==> config.mk <==
export PLATFORM = sky130hd
export DESIGN_NAME = issue
export DESIGN_NICKNAME = d
export VERILOG_FILES = /design/src/source/isa_pkg.sv /design/src/source/datapath_pkg.sv /design/src/source/regfile.sv /design/src/source/fust_table.sv /design/src/source/fust_age.sv /design/src/source/fust_state_ctrl.sv /design/src/source/issue.sv
export SDC_FILE = /design/constraint.sdc
export NUM_CORES = 2
export LEC_CHECK = 0
export BUFFER_PORTS_ARGS = -buffer_cell sky130_fd_sc_hd__buf_2
export CORE_MARGIN = 1.5
export CORE_UTILIZATION = 29
export CTS_CLUSTER_DIAMETER = 50
export CTS_CLUSTER_SIZE = 30
export DETAILED_ROUTE_END_ITERATION = 10
export GPL_TIMING_DRIVEN = 0
export SLEW_MARGIN = 0
export SYNTH_ARGS = -nofsm -noshare
export SYNTH_HDL_FRONTEND = slang
export SYNTH_SLANG_ARGS = --single-unit
==> constraint.sdc <==
create_clock -name CLK -period 19.35 [get_ports CLK]
set_input_delay 5.805 -clock CLK [delete_from_list [all_inputs] [get_ports CLK]]
set_output_delay 5.805 -clock CLK [all_outputs]
set_load 0.01 [all_outputs]
==> src/source/isa_pkg.sv <==
//////////////////////////////
// ISA widths, register count and functional-unit numbering
//////////////////////////////
package isa_pkg;

    // scalar datapath
    localparam int WORD_W = 32;
    localparam int REG_N  = 32;
    localparam int REG_W  = 5;

    // matrix register index
    localparam int MREG_W = 4;

    // one FUST row per functional unit
    localparam int FU_N = 4;
    localparam int FU_W = 2;

    localparam logic [FU_W-1:0] FU_ALU    = FU_W'(0);
    localparam logic [FU_W-1:0] FU_LDST   = FU_W'(1);
    localparam logic [FU_W-1:0] FU_BRANCH = FU_W'(2);
    localparam logic [FU_W-1:0] FU_GEMM   = FU_W'(3);

    // tag 0 is available, tag k waits on unit k-1
    localparam int TAG_W = 3;

    // saturating age counter
    localparam int AGE_W = 3;

endpackage

==> src/source/datapath_pkg.sv <==
//////////////////////////////
// FUST operand union, row and port structs, row state enum
//////////////////////////////
package datapath_pkg;

    // width of one FUST operand word
    localparam int OP_W = 26;

    typedef logic [isa_pkg::WORD_W-1:0] word_t;
    typedef logic [isa_pkg::REG_W-1:0]  reg_t;
    typedef logic [isa_pkg::MREG_W-1:0] mreg_t;
    typedef logic [isa_pkg::FU_W-1:0]   fu_t;
    typedef logic [isa_pkg::TAG_W-1:0]  tag_t;

    // scalar view keeps t1 and t2 in the low bits
    typedef struct packed {
        logic [OP_W-3*isa_pkg::REG_W-2*isa_pkg::TAG_W-1:0] pad;
        reg_t rd;
        reg_t rs1;
        reg_t rs2;
        tag_t t1;
        tag_t t2;
    } fust_s_t;

    // gemm view puts t3 above the shared t1/t2 bits
    typedef struct packed {
        logic [OP_W-4*isa_pkg::MREG_W-3*isa_pkg::TAG_W-1:0] pad;
        mreg_t md;
        mreg_t ms1;
        mreg_t ms2;
        mreg_t ms3;
        tag_t  t3;
        tag_t  t1;
        tag_t  t2;
    } fust_g_t;

    typedef union packed {
        fust_s_t scalar;
        fust_g_t gemm;
    } fust_op_u;

    typedef struct packed {
        logic     en;
        fu_t      fu;
        fust_op_u op;
    } dispatch_t;

    typedef struct packed {
        logic  en;
        fu_t   fu;
        logic  rw_en;
        reg_t  rd;
        word_t data;
    } wb_t;

    // record handed to execute
    typedef struct packed {
        logic  valid;
        fu_t   fu;
        word_t rdat1;
        word_t rdat2;
        mreg_t ms1;
        mreg_t ms2;
        mreg_t ms3;
    } issue_t;

    typedef enum logic [1:0] {
        FUST_EMPTY,
        FUST_WAIT,
        FUST_RDY,
        FUST_EX
    } fust_state_e;

endpackage

==> src/source/regfile.sv <==
//////////////////////////////
// scalar register file, 2 read ports, write-through
//////////////////////////////
module regfile (
    input  logic                       CLK,
    input  logic                       nRST,
    input  logic                       wen,
    input  logic [isa_pkg::REG_W-1:0]  wsel,
    input  logic [isa_pkg::WORD_W-1:0] wdata,
    input  logic [isa_pkg::REG_W-1:0]  rsel1,
    input  logic [isa_pkg::REG_W-1:0]  rsel2,
    output logic [isa_pkg::WORD_W-1:0] rdat1,
    output logic [isa_pkg::WORD_W-1:0] rdat2
);

    logic [isa_pkg::REG_N-1:0][isa_pkg::WORD_W-1:0] regs;

    // r0 never written so it stays zero
    always_ff @(posedge CLK, negedge nRST) begin
        if (!nRST) begin
            regs <= '0;
        end else if (wen && wsel != '0) begin
            regs[wsel] <= wdata;
        end
    end

    // same-cycle write is forwarded to the readers
    always_comb begin
        if (rsel1 == '0)
            rdat1 = '0;
        else if (wen && wsel == rsel1)
            rdat1 = wdata;
        else
            rdat1 = regs[rsel1];

        if (rsel2 == '0)
            rdat2 = '0;
        else if (wen && wsel == rsel2)
            rdat2 = wdata;
        else
            rdat2 = regs[rsel2];
    end

endmodule

==> src/source/fust_table.sv <==
//////////////////////////////
// FUST row storage, tag wakeup and ready bits
//////////////////////////////
module fust_table (
    input  logic                                            CLK,
    input  logic                                            nRST,
    input  datapath_pkg::dispatch_t                         disp,
    input  datapath_pkg::wb_t                               wb,
    output datapath_pkg::fust_op_u [isa_pkg::FU_N-1:0]      rows,
    output logic [isa_pkg::FU_N-1:0]                        rdy
);

    datapath_pkg::tag_t                               wb_tag;
    datapath_pkg::fust_op_u [isa_pkg::FU_N-1:0]       rows_n;

    // clear every tag that names the finishing unit
    function automatic datapath_pkg::fust_op_u wake(
        input datapath_pkg::fust_op_u op,
        input logic                   gemm,
        input logic                   en,
        input datapath_pkg::tag_t     tag
    );
        datapath_pkg::fust_op_u res;
        res = op;
        if (en) begin
            // t1 and t2 line up in both views
            if (op.scalar.t1 == tag)
                res.scalar.t1 = '0;
            if (op.scalar.t2 == tag)
                res.scalar.t2 = '0;
            // only the gemm row carries t3, elsewhere these bits are rs2
            if (gemm && op.gemm.t3 == tag)
                res.gemm.t3 = '0;
        end
        return res;
    endfunction

    // unit k finishing wakes tag k+1
    assign wb_tag = isa_pkg::TAG_W'(wb.fu) + isa_pkg::TAG_W'(1);

    always_comb begin
        for (int i = 0; i < isa_pkg::FU_N; i++) begin
            rows_n[i] = wake((disp.en && disp.fu == isa_pkg::FU_W'(i)) ? disp.op : rows[i],
                             isa_pkg::FU_W'(i) == isa_pkg::FU_GEMM,
                             wb.en,
                             wb_tag);
        end
    end

    always_ff @(posedge CLK, negedge nRST) begin
        if (!nRST)
            rows <= '0;
        else
            rows <= rows_n;
    end

    // ready once no operand tag is pending
    always_comb begin
        for (int i = 0; i < isa_pkg::FU_N; i++) begin
            rdy[i] = (rows[i].scalar.t1 == '0) && (rows[i].scalar.t2 == '0);
            if (isa_pkg::FU_W'(i) == isa_pkg::FU_GEMM)
                rdy[i] = rdy[i] && (rows[i].gemm.t3 == '0);
        end
    end

endmodule

==> src/source/fust_age.sv <==
//////////////////////////////
// per-row age counters and oldest-ready grant
//////////////////////////////
module fust_age (
    input  logic                                          CLK,
    input  logic                                          nRST,
    input  datapath_pkg::dispatch_t                       disp,
    input  datapath_pkg::fust_state_e [isa_pkg::FU_N-1:0] state,
    input  logic                                          freeze,
    output logic [isa_pkg::FU_N-1:0]                      grant
);

    logic [isa_pkg::FU_N-1:0][isa_pkg::AGE_W-1:0] age;
    logic [isa_pkg::FU_N-1:0][isa_pkg::AGE_W-1:0] age_n;
    logic [isa_pkg::AGE_W-1:0]                    best_age;
    logic                                         found;

    always_comb begin
        for (int i = 0; i < isa_pkg::FU_N; i++) begin
            if (disp.en && disp.fu == isa_pkg::FU_W'(i)) begin
                age_n[i] = isa_pkg::AGE_W'(1);
            end else begin
                case (state[i])
                    datapath_pkg::FUST_WAIT,
                    datapath_pkg::FUST_RDY: begin
                        // saturate at the top count
                        age_n[i] = (&age[i]) ? age[i] : age[i] + isa_pkg::AGE_W'(1);
                    end
                    default: age_n[i] = '0;
                endcase
            end
        end
    end

    always_ff @(posedge CLK, negedge nRST) begin
        if (!nRST)
            age <= '0;
        else
            age <= age_n;
    end

    // strict compare keeps the lowest index on a tie
    always_comb begin
        grant    = '0;
        best_age = '0;
        found    = 1'b0;
        for (int i = 0; i < isa_pkg::FU_N; i++) begin
            if (state[i] == datapath_pkg::FUST_RDY && (!found || age[i] > best_age)) begin
                found    = 1'b1;
                best_age = age[i];
                grant    = '0;
                grant[i] = 1'b1;
            end
        end
        // nothing issues while frozen
        if (freeze)
            grant = '0;
    end

endmodule

==> src/source/fust_state_ctrl.sv <==
//////////////////////////////
// per-row FSM EMPTY/WAIT/RDY/EX and busy bits
//////////////////////////////
module fust_state_ctrl (
    input  logic                                          CLK,
    input  logic                                          nRST,
    input  datapath_pkg::dispatch_t                       disp,
    input  datapath_pkg::wb_t                             wb,
    input  logic [isa_pkg::FU_N-1:0]                      rdy,
    input  logic [isa_pkg::FU_N-1:0]                      grant,
    output datapath_pkg::fust_state_e [isa_pkg::FU_N-1:0] state,
    output logic [isa_pkg::FU_N-1:0]                      busy
);

    datapath_pkg::fust_state_e [isa_pkg::FU_N-1:0] state_n;
    logic [isa_pkg::FU_N-1:0]                      disp_hit;
    logic [isa_pkg::FU_N-1:0]                      wb_hit;

    // decode the dispatch and writeback targets
    always_comb begin
        for (int i = 0; i < isa_pkg::FU_N; i++) begin
            disp_hit[i] = disp.en && disp.fu == isa_pkg::FU_W'(i);
            wb_hit[i]   = wb.en && wb.fu == isa_pkg::FU_W'(i);
        end
    end

    always_comb begin
        for (int i = 0; i < isa_pkg::FU_N; i++) begin
            state_n[i] = state[i];
            case (state[i])
                datapath_pkg::FUST_EMPTY: begin
                    if (disp_hit[i])
                        state_n[i] = datapath_pkg::FUST_WAIT;
                end
                datapath_pkg::FUST_WAIT: begin
                    // operands may still be pending
                    if (rdy[i])
                        state_n[i] = datapath_pkg::FUST_RDY;
                end
                datapath_pkg::FUST_RDY: begin
                    if (grant[i])
                        state_n[i] = datapath_pkg::FUST_EX;
                end
                datapath_pkg::FUST_EX: begin
                    // unit done so the row is free for the next dispatch
                    if (wb_hit[i])
                        state_n[i] = datapath_pkg::FUST_EMPTY;
                end
                default: state_n[i] = datapath_pkg::FUST_EMPTY;
            endcase
        end
    end

    always_ff @(posedge CLK, negedge nRST) begin
        if (!nRST) begin
            for (int i = 0; i < isa_pkg::FU_N; i++)
                state[i] <= datapath_pkg::FUST_EMPTY;
        end else begin
            state <= state_n;
        end
    end

    always_comb begin
        for (int i = 0; i < isa_pkg::FU_N; i++)
            busy[i] = state[i] != datapath_pkg::FUST_EMPTY;
    end

endmodule

==> src/source/issue.sv <==
//////////////////////////////
// issue stage top, register read and issue record
//////////////////////////////
module issue (
    input  logic                     CLK,
    input  logic                     nRST,
    input  datapath_pkg::dispatch_t  disp,
    input  datapath_pkg::wb_t        wb,
    input  logic                     freeze,
    output datapath_pkg::issue_t     out,
    output logic [isa_pkg::FU_N-1:0] fust_busy
);

    datapath_pkg::fust_op_u [isa_pkg::FU_N-1:0]    rows;
    datapath_pkg::fust_state_e [isa_pkg::FU_N-1:0] state;
    logic [isa_pkg::FU_N-1:0]                      rdy;
    logic [isa_pkg::FU_N-1:0]                      grant;
    datapath_pkg::fu_t                             sel_fu;
    datapath_pkg::fust_op_u                        sel_op;
    logic                                          sel_gemm;
    datapath_pkg::reg_t                            rs1;
    datapath_pkg::reg_t                            rs2;
    datapath_pkg::word_t                           rdat1;
    datapath_pkg::word_t                           rdat2;
    datapath_pkg::issue_t                          out_n;

    regfile rf (
        .CLK   (CLK),
        .nRST  (nRST),
        .wen   (wb.en && wb.rw_en),
        .wsel  (wb.rd),
        .wdata (wb.data),
        .rsel1 (rs1),
        .rsel2 (rs2),
        .rdat1 (rdat1),
        .rdat2 (rdat2)
    );

    fust_table table_u (
        .CLK  (CLK),
        .nRST (nRST),
        .disp (disp),
        .wb   (wb),
        .rows (rows),
        .rdy  (rdy)
    );

    fust_age age_u (
        .CLK    (CLK),
        .nRST   (nRST),
        .disp   (disp),
        .state  (state),
        .freeze (freeze),
        .grant  (grant)
    );

    fust_state_ctrl ctrl_u (
        .CLK   (CLK),
        .nRST  (nRST),
        .disp  (disp),
        .wb    (wb),
        .rdy   (rdy),
        .grant (grant),
        .state (state),
        .busy  (fust_busy)
    );

    // one-hot grant to row index
    always_comb begin
        sel_fu = '0;
        for (int i = 0; i < isa_pkg::FU_N; i++) begin
            if (grant[i])
                sel_fu = isa_pkg::FU_W'(i);
        end
    end

    assign sel_op   = rows[sel_fu];
    assign sel_gemm = sel_fu == isa_pkg::FU_GEMM;

    // gemm row has no scalar sources to read
    assign rs1 = sel_gemm ? '0 : sel_op.scalar.rs1;
    assign rs2 = sel_gemm ? '0 : sel_op.scalar.rs2;

    always_comb begin
        out_n = '0;
        if (|grant) begin
            out_n.valid = 1'b1;
            out_n.fu    = sel_fu;
            if (sel_gemm) begin
                out_n.ms1 = sel_op.gemm.ms1;
                out_n.ms2 = sel_op.gemm.ms2;
                out_n.ms3 = sel_op.gemm.ms3;
            end else begin
                out_n.rdat1 = rdat1;
                out_n.rdat2 = rdat2;
            end
        end
    end

    // freeze holds the record for execute
    always_ff @(posedge CLK, negedge nRST) begin
        if (!nRST)
            out <= '0;
        else if (!freeze)
            out <= out_n;
    end

endmodule

Word-level counts from Yosys, hierarchy flattened
Cells that the tools add are included.

Register bits after elaboration: 1227. Input bits: 73. Output and inout port bits: 83.

Add/subtract/negate cells: 5. Order comparisons: 8. Equality and inequality tests: 50. Mux-type cells: 81. Reduce and logical (&&, ||, !) cells: 62.

Operators by type and width (number): $bwmux W1024 (1); $bmux W32 S5 (2); $mux W32 (7); $demux W32 S5 (1); $mux W79 (1); $mux W3 (25); $mux W64 (1); $bmux W26 S2 (1); $mux W2 (19); $mux W6 (6); $ne A2 B1 Y1 const B (16); $pmux W2 S4 (4); $eq A3 B3 Y1 (9); $logic_not A3 Y1 (9); $eq A2 B2 Y1 const B (13); $logic_and A1 B1 Y1 (21); $mux W21 (1); $lt A5 B6 Y1 const B (3); $mux W9 (2); $reduce_and A4 Y1 (4); $add A3 B1 Y3 const B (4); $eq A2 B1 Y1 const B (6); $logic_not A2 Y1 (6); $mux W12 (1); other kinds (17) (43).

Longest topological paths before layout
Word-level depth: 27. Mapped depth: 35.

Hierarchy
A second synthesis with hierarchy kept.

Cell total of the unflattened synthesis: 4503. Area, all modules: 64177.8 µm².

By module, submodules not included: regfile (instances 1, cells an instance 3758, area each 54723.7 µm², sequential area each 25624.6 µm²); fust_table (instances 1, cells an instance 309, area each 4436.8 µm², sequential area each 2602.5 µm²); issue (instances 1, cells an instance 249, area each 3251.9 µm², sequential area each 1976.9 µm²); fust_age (instances 1, cells an instance 109, area each 1073.5 µm², sequential area each 300.3 µm²); fust_state_ctrl (instances 1, cells an instance 78, area each 691.9 µm², sequential area each 200.2 µm²).

Worst setup path before layout
No wires, ideal clock.

Path type: input to register. Start: in freeze. End: reg out[42] (netlist bit). Data arrival time: 8270 ps. Setup slack: 10957 ps. Stages on the path: 14. Buffers on the path: 5. Path through: clkbuf_1 > buf_2 > nor3_1 > nor3_1 > buf_2 > o2bb2ai_1 > buf_2 > buf_2 > mux2_2 > nand2_1 > a21oi_1 > o2111ai_1 > and3_1 > o21ai_1.

Cells in the longest elaborated chain, start to end: 13. Elaborated cells on any way between the ends: 18. Classes of those cells: 2 x eq/ne; 13 x mux; 3 x reduce/logical.

RTL lines: start: declaration (line issue.sv:9) `input logic freeze,`; $mux W4 (line fust_age.sv:56) `if (freeze)`; $mux W1 (line issue.sv:72) `if (grant[i])`; $mux W2 (2 in series) (line issue.sv:72); $bmux W26 S2 (line issue.sv:77) `assign sel_op = rows[sel_fu];`; $mux W21 (implied by the code) (line issue.sv:77); $mux W5 (line issue.sv:82) `assign rs2 = sel_gemm ? '0 : sel_op.scalar.rs2;`; $bmux W32 S5 or $eq A5 B5 Y1 (tied branches) (line regfile.sv:41, regfile.sv:38); $mux W32 (implied by the code) or $logic_and A1 B1 Y1 (tied branches) (line regfile.sv:41, regfile.sv:38); $mux W32 (line regfile.sv:38) `else if (wen && wsel == rsel2)`; $mux W32 (line regfile.sv:36) `if (rsel2 == '0)`; $mux W64 (line issue.sv:89) `if (sel_gemm) begin`; $mux W79 (line issue.sv:86) `if (|grant) begin`; end signal: assignment (line issue.sv:105) `out <= out_n;`; end: declaration (line issue.sv:10) `output datapath_pkg::issue_t out,`.

Several ways; a longest one is shown, not always the timed one. The select of a mux whose other input is x is not followed. A chain may end at the register's enable or synchronous reset.

Final worst setup path
Start: in freeze. End: reg out[12] (netlist bit).

The elaborated chain is that of the path after synthesis.

==> impl_metrics.yaml <==
floorplan:
  die_h_um: 468.4
  die_w_um: 468.4
  core.rowCount: 170
  die_area_um2: 219400
  initial_core_util_pct: 29.24
  io_pins: 156
  core_area_um2: 214800
placement:
  globalplace.congestion: 1.033
  hpwlAfterDp_um: 212300
  portBuffers: 144
  placed_area_um2: 67340
  pre_cts_ws_ns: 8.444
worst_setup_path:
  reg2reg_to: "out[55]"
  start_kind: "primary input"
  crit_required_ns: 20.06
  path_class: "in2reg"
  arrival_ns: 11.20
  timing.rr.start: "ctrl_u.state[0]"
  rr_worst_depth: 31
  endpoint_kind: "flip-flop"
  ff2ff_setup_slack_ns: 9.54
  cp_max_fo: 10
outcome:
  violations: "capacitance limit, slew limit"
  status: "complete, but fails checks"
timing:
  setup_viol: 0
  fin_ws_ns: 8.864
  clock.fmax_mhz: 95.37
  slew_viol_final: 89
  fin_crit_ns: 10.49
  slew_headroom_pct: -10.56
  fin_worst_skew_ns: 0.06820
  rsz0062_at_grt: "no"
  fin_crit_sh_pct: 54.19
  final_hold_viol_count: 0
  finalSetupTns_ns: 0
  worst_pin_slew_ns: 1.658
synthesis:
  synth_fp_nets: 6001
  synth_cell_types: 77
  synth_xor_area_share_pct: 0.5717
  synth.avg_cell_area_um2: 10.67
  synth_seq_cells: 1192
  synthesis.area_um2: 62810
  synth_compound_area_share_pct: 15.01
  async_flop_share_pct: 100.0
  yosysSeqAreaShare_pct: 47.49
  synth_edf_count: 0
  synth_mux_area_share_pct: 22.38
  synthCells: 5888
  synth_warnings: 0
  synth-simple-area-share_pct: 9.719
  synthAdderAreaFrac_pct: 0.7968
  ys.flop_type: "dfrtp_1"
  synth_top_family_by_area: "multiplexers"
clocking:
  clk_latency_ns: 0.83
  cts_tree: "yes"
  clk_pin_slew_worst_paths_ns: 0.06
  numCtsBuffers: 133
  cts_root_buf: "clkbuf_16"
  clockBufferDepth: 3
  cts.sinks: 1192
  post_cts_resized: 0
  cts_hold_buf: 0
  htree_levels: 4
  cts_setup_buffers: 0
global_routing:
  antenna_found_initial: 30
  grt_first_pass_wirelength_um: 412300
  grt_usage_pct: 26.33
  grt-ovfl-total: 0
  grt_max_degree: 164
  grt_pass1_vias: 54740
route:
  wl_met3_um: 42820
  detail_route.first_pass.iterations: 10
  wire_per_inst_um: 32.51
  antenna_left: 0
  wl_met1_um: 111000
  vias: 56290
  wl_met2_um: 122400
  highest_layer: "met5"
  via_per_inst: 6.161
  finalWirelength_um: 297000
  drc_errors: 0
  drtIter0Drc: 9073
layout:
  stdcell_area_um2: 72110
  multi_input_area_um2: 30460
  area.growth.synth_to_final_pct: 14.81
  ff_latch_area_um2: 29830
  nFillCells: 21780
  fin_nets: 6289
  final_layout_size_suffix_gt1_share_pct: 25.40
pwr:
  power.total_mw: 14.54
  power.leakage_nw: 30.80
  ir_drop_uv: 189.4
  cellPowerDensity_nw_per_um2: 201.7
min_path:
  min_path_cells: 2
  holdPathEnd: "out[76]"
  min_from: "out[76]"
  min_path_type: "reg2reg"
flow_run:
  maxCapViolCount: 10
[per-layer routing]
metal,GRT usage [%],vias up
li1,-,22470
met5,0.5195,-
met2,37.22,4430
met4,16.04,29
met3,11.32,1043
met1,32.88,28320
[area by class of cell]
class | instances | area share (%)
Sequential cell | 1192 | 41.37
Multi-Input combinational cell | 4054 | 42.24
Antenna cell | 15 | 0.05205
Clock inverter | 84 | 1.527
Timing Repair Buffer | 153 | 1.341
Clock buffer | 158 | 5.021
Tap cell | 2838 | 4.924
Buffer | 620 | 3.411
Inverter | 22 | 0.1145
[critical path: stages]
cell and delay, ns:
clkbuf_1 0.36, inv_1 0.11, clkbuf_1 0.27, o21a_1 0.21
nor2_1 0.74, clkbuf_1 1.10, clkbuf_1 1.08, a221oi_1 0.19
a311oi_1 0.69, o211ai_1 0.18, and3_1 0.29, o21ai_1 0.15
[stage by stage]
stage	util [%]	instances	hold slack, ns
floorplan	-	5888	0.4494
global placement	31.23	8870	0.4601
detailed placement	31.35	8879	0.4614
CTS	33.54	9121	0.4787
global route	33.55	9126	0.4963
finish	33.57	9136	0.4744
[Yosys cell counts (30+ instances only)]
cell / number / area, um2
nor2_1: 106 / 397.9
mux2i_1: 166 / 1662
nand3_1: 113 / 565.5
o211ai_1: 64 / 480.5
buf_1: 85 / 319.1
ha_1: 40 / 500.5
and3_1: 77 / 481.7
o21ai_0: 124 / 620.6
o21ai_1: 33 / 165.2
nand2_1: 911 / 3420
clkbuf_1: 457 / 1715
a221oi_1: 288 / 2522
xnor2_1: 30 / 262.8
mux2_2: 1101 / 12400
a21oi_1: 280 / 1401
o21a_1: 33 / 247.7
a221o_1: 35 / 350.3
a311oi_1: 127 / 1112
o221ai_1: 96 / 840.8
a31oi_1: 67 / 419.2
a32oi_1: 68 / 595.6
nor3_1: 112 / 560.5
nor4_1: 38 / 237.7
buf_2: 69 / 345.3
dfrtp_1: 1192 / 29830
a22oi_1: 32 / 240.2
[worst max path at each step]
stage           start      end  slack [ns]  cells past startpoint
3_5_place_dp   freeze  out[38]        8.44                     14
5_1_grt        freeze  out[38]        8.98                     14
4_1_cts        freeze  out[38]        9.29                     14
3_3_place_gp     nRST  out[19]      -13.98                      1
6_report       freeze  out[12]        8.86                     12
2_1_floorplan  freeze  out[42]       10.96                     14
[power by group]
group / internal, mW / switching (mW) / total (mW)
sequential: 2.90 / 0.318 / 3.21
combinational: 2.06 / 6.48 / 8.54
clock: 1.57 / 1.22 / 2.79
total: 6.53 / 8.01 / 14.5
[cells in the final DEF, fill, tap and decap left out, types with 30 or more instances in the layout]
| cell | synthesis | layout |
|---|---|---|
| buf_2 | 69 | 212 |
| nand3_1 | 113 | 113 |
| clkbuf_16 | 0 | 140 |
| mux2i_1 | 166 | 166 |
| o211ai_1 | 64 | 64 |
| dfrtp_1 | 1192 | 1192 |
| o21ai_1 | 33 | 33 |
| nor2_1 | 106 | 106 |
| a21oi_1 | 280 | 280 |
| o21a_1 | 33 | 33 |
| ha_1 | 40 | 40 |
| nand2_1 | 911 | 911 |
| and3_1 | 77 | 77 |
| a221o_1 | 35 | 35 |
| clkbuf_1 | 457 | 463 |
| o21ai_0 | 124 | 124 |
| o221ai_1 | 96 | 96 |
| a31oi_1 | 67 | 67 |
| a32oi_1 | 68 | 68 |
| mux2_2 | 1101 | 1101 |
| a22oi_1 | 32 | 32 |
| nor3_1 | 112 | 110 |
| nor4_1 | 38 | 38 |
| xnor2_1 | 30 | 30 |
| buf_1 | 85 | 82 |
| a221oi_1 | 288 | 288 |
| a311oi_1 | 127 | 127 |
[registers in the layout, summed over array words and instances (netlist names)]
register / count
rf.regs: 1024
ctrl_u.state: 8
table_u.rows: 69
age_u.age: 12
out: 79
[logic make-up (layout without fill, tap and decap cells)]
| family | after synthesis | after routing |
|---|---|---|
| simple gates | 1417 | 1417 |
| flops | 1192 | 1192 |
| other cells | 0 | 15 |
| fa+ha+maj | 40 | 40 |
| mux | 1267 | 1267 |
| xor+xnor | 41 | 41 |
| buf+inv | 642 | 1037 |
| compound gates | 1289 | 1289 |
No activity file was read; power rests on OpenSTA's default activity.
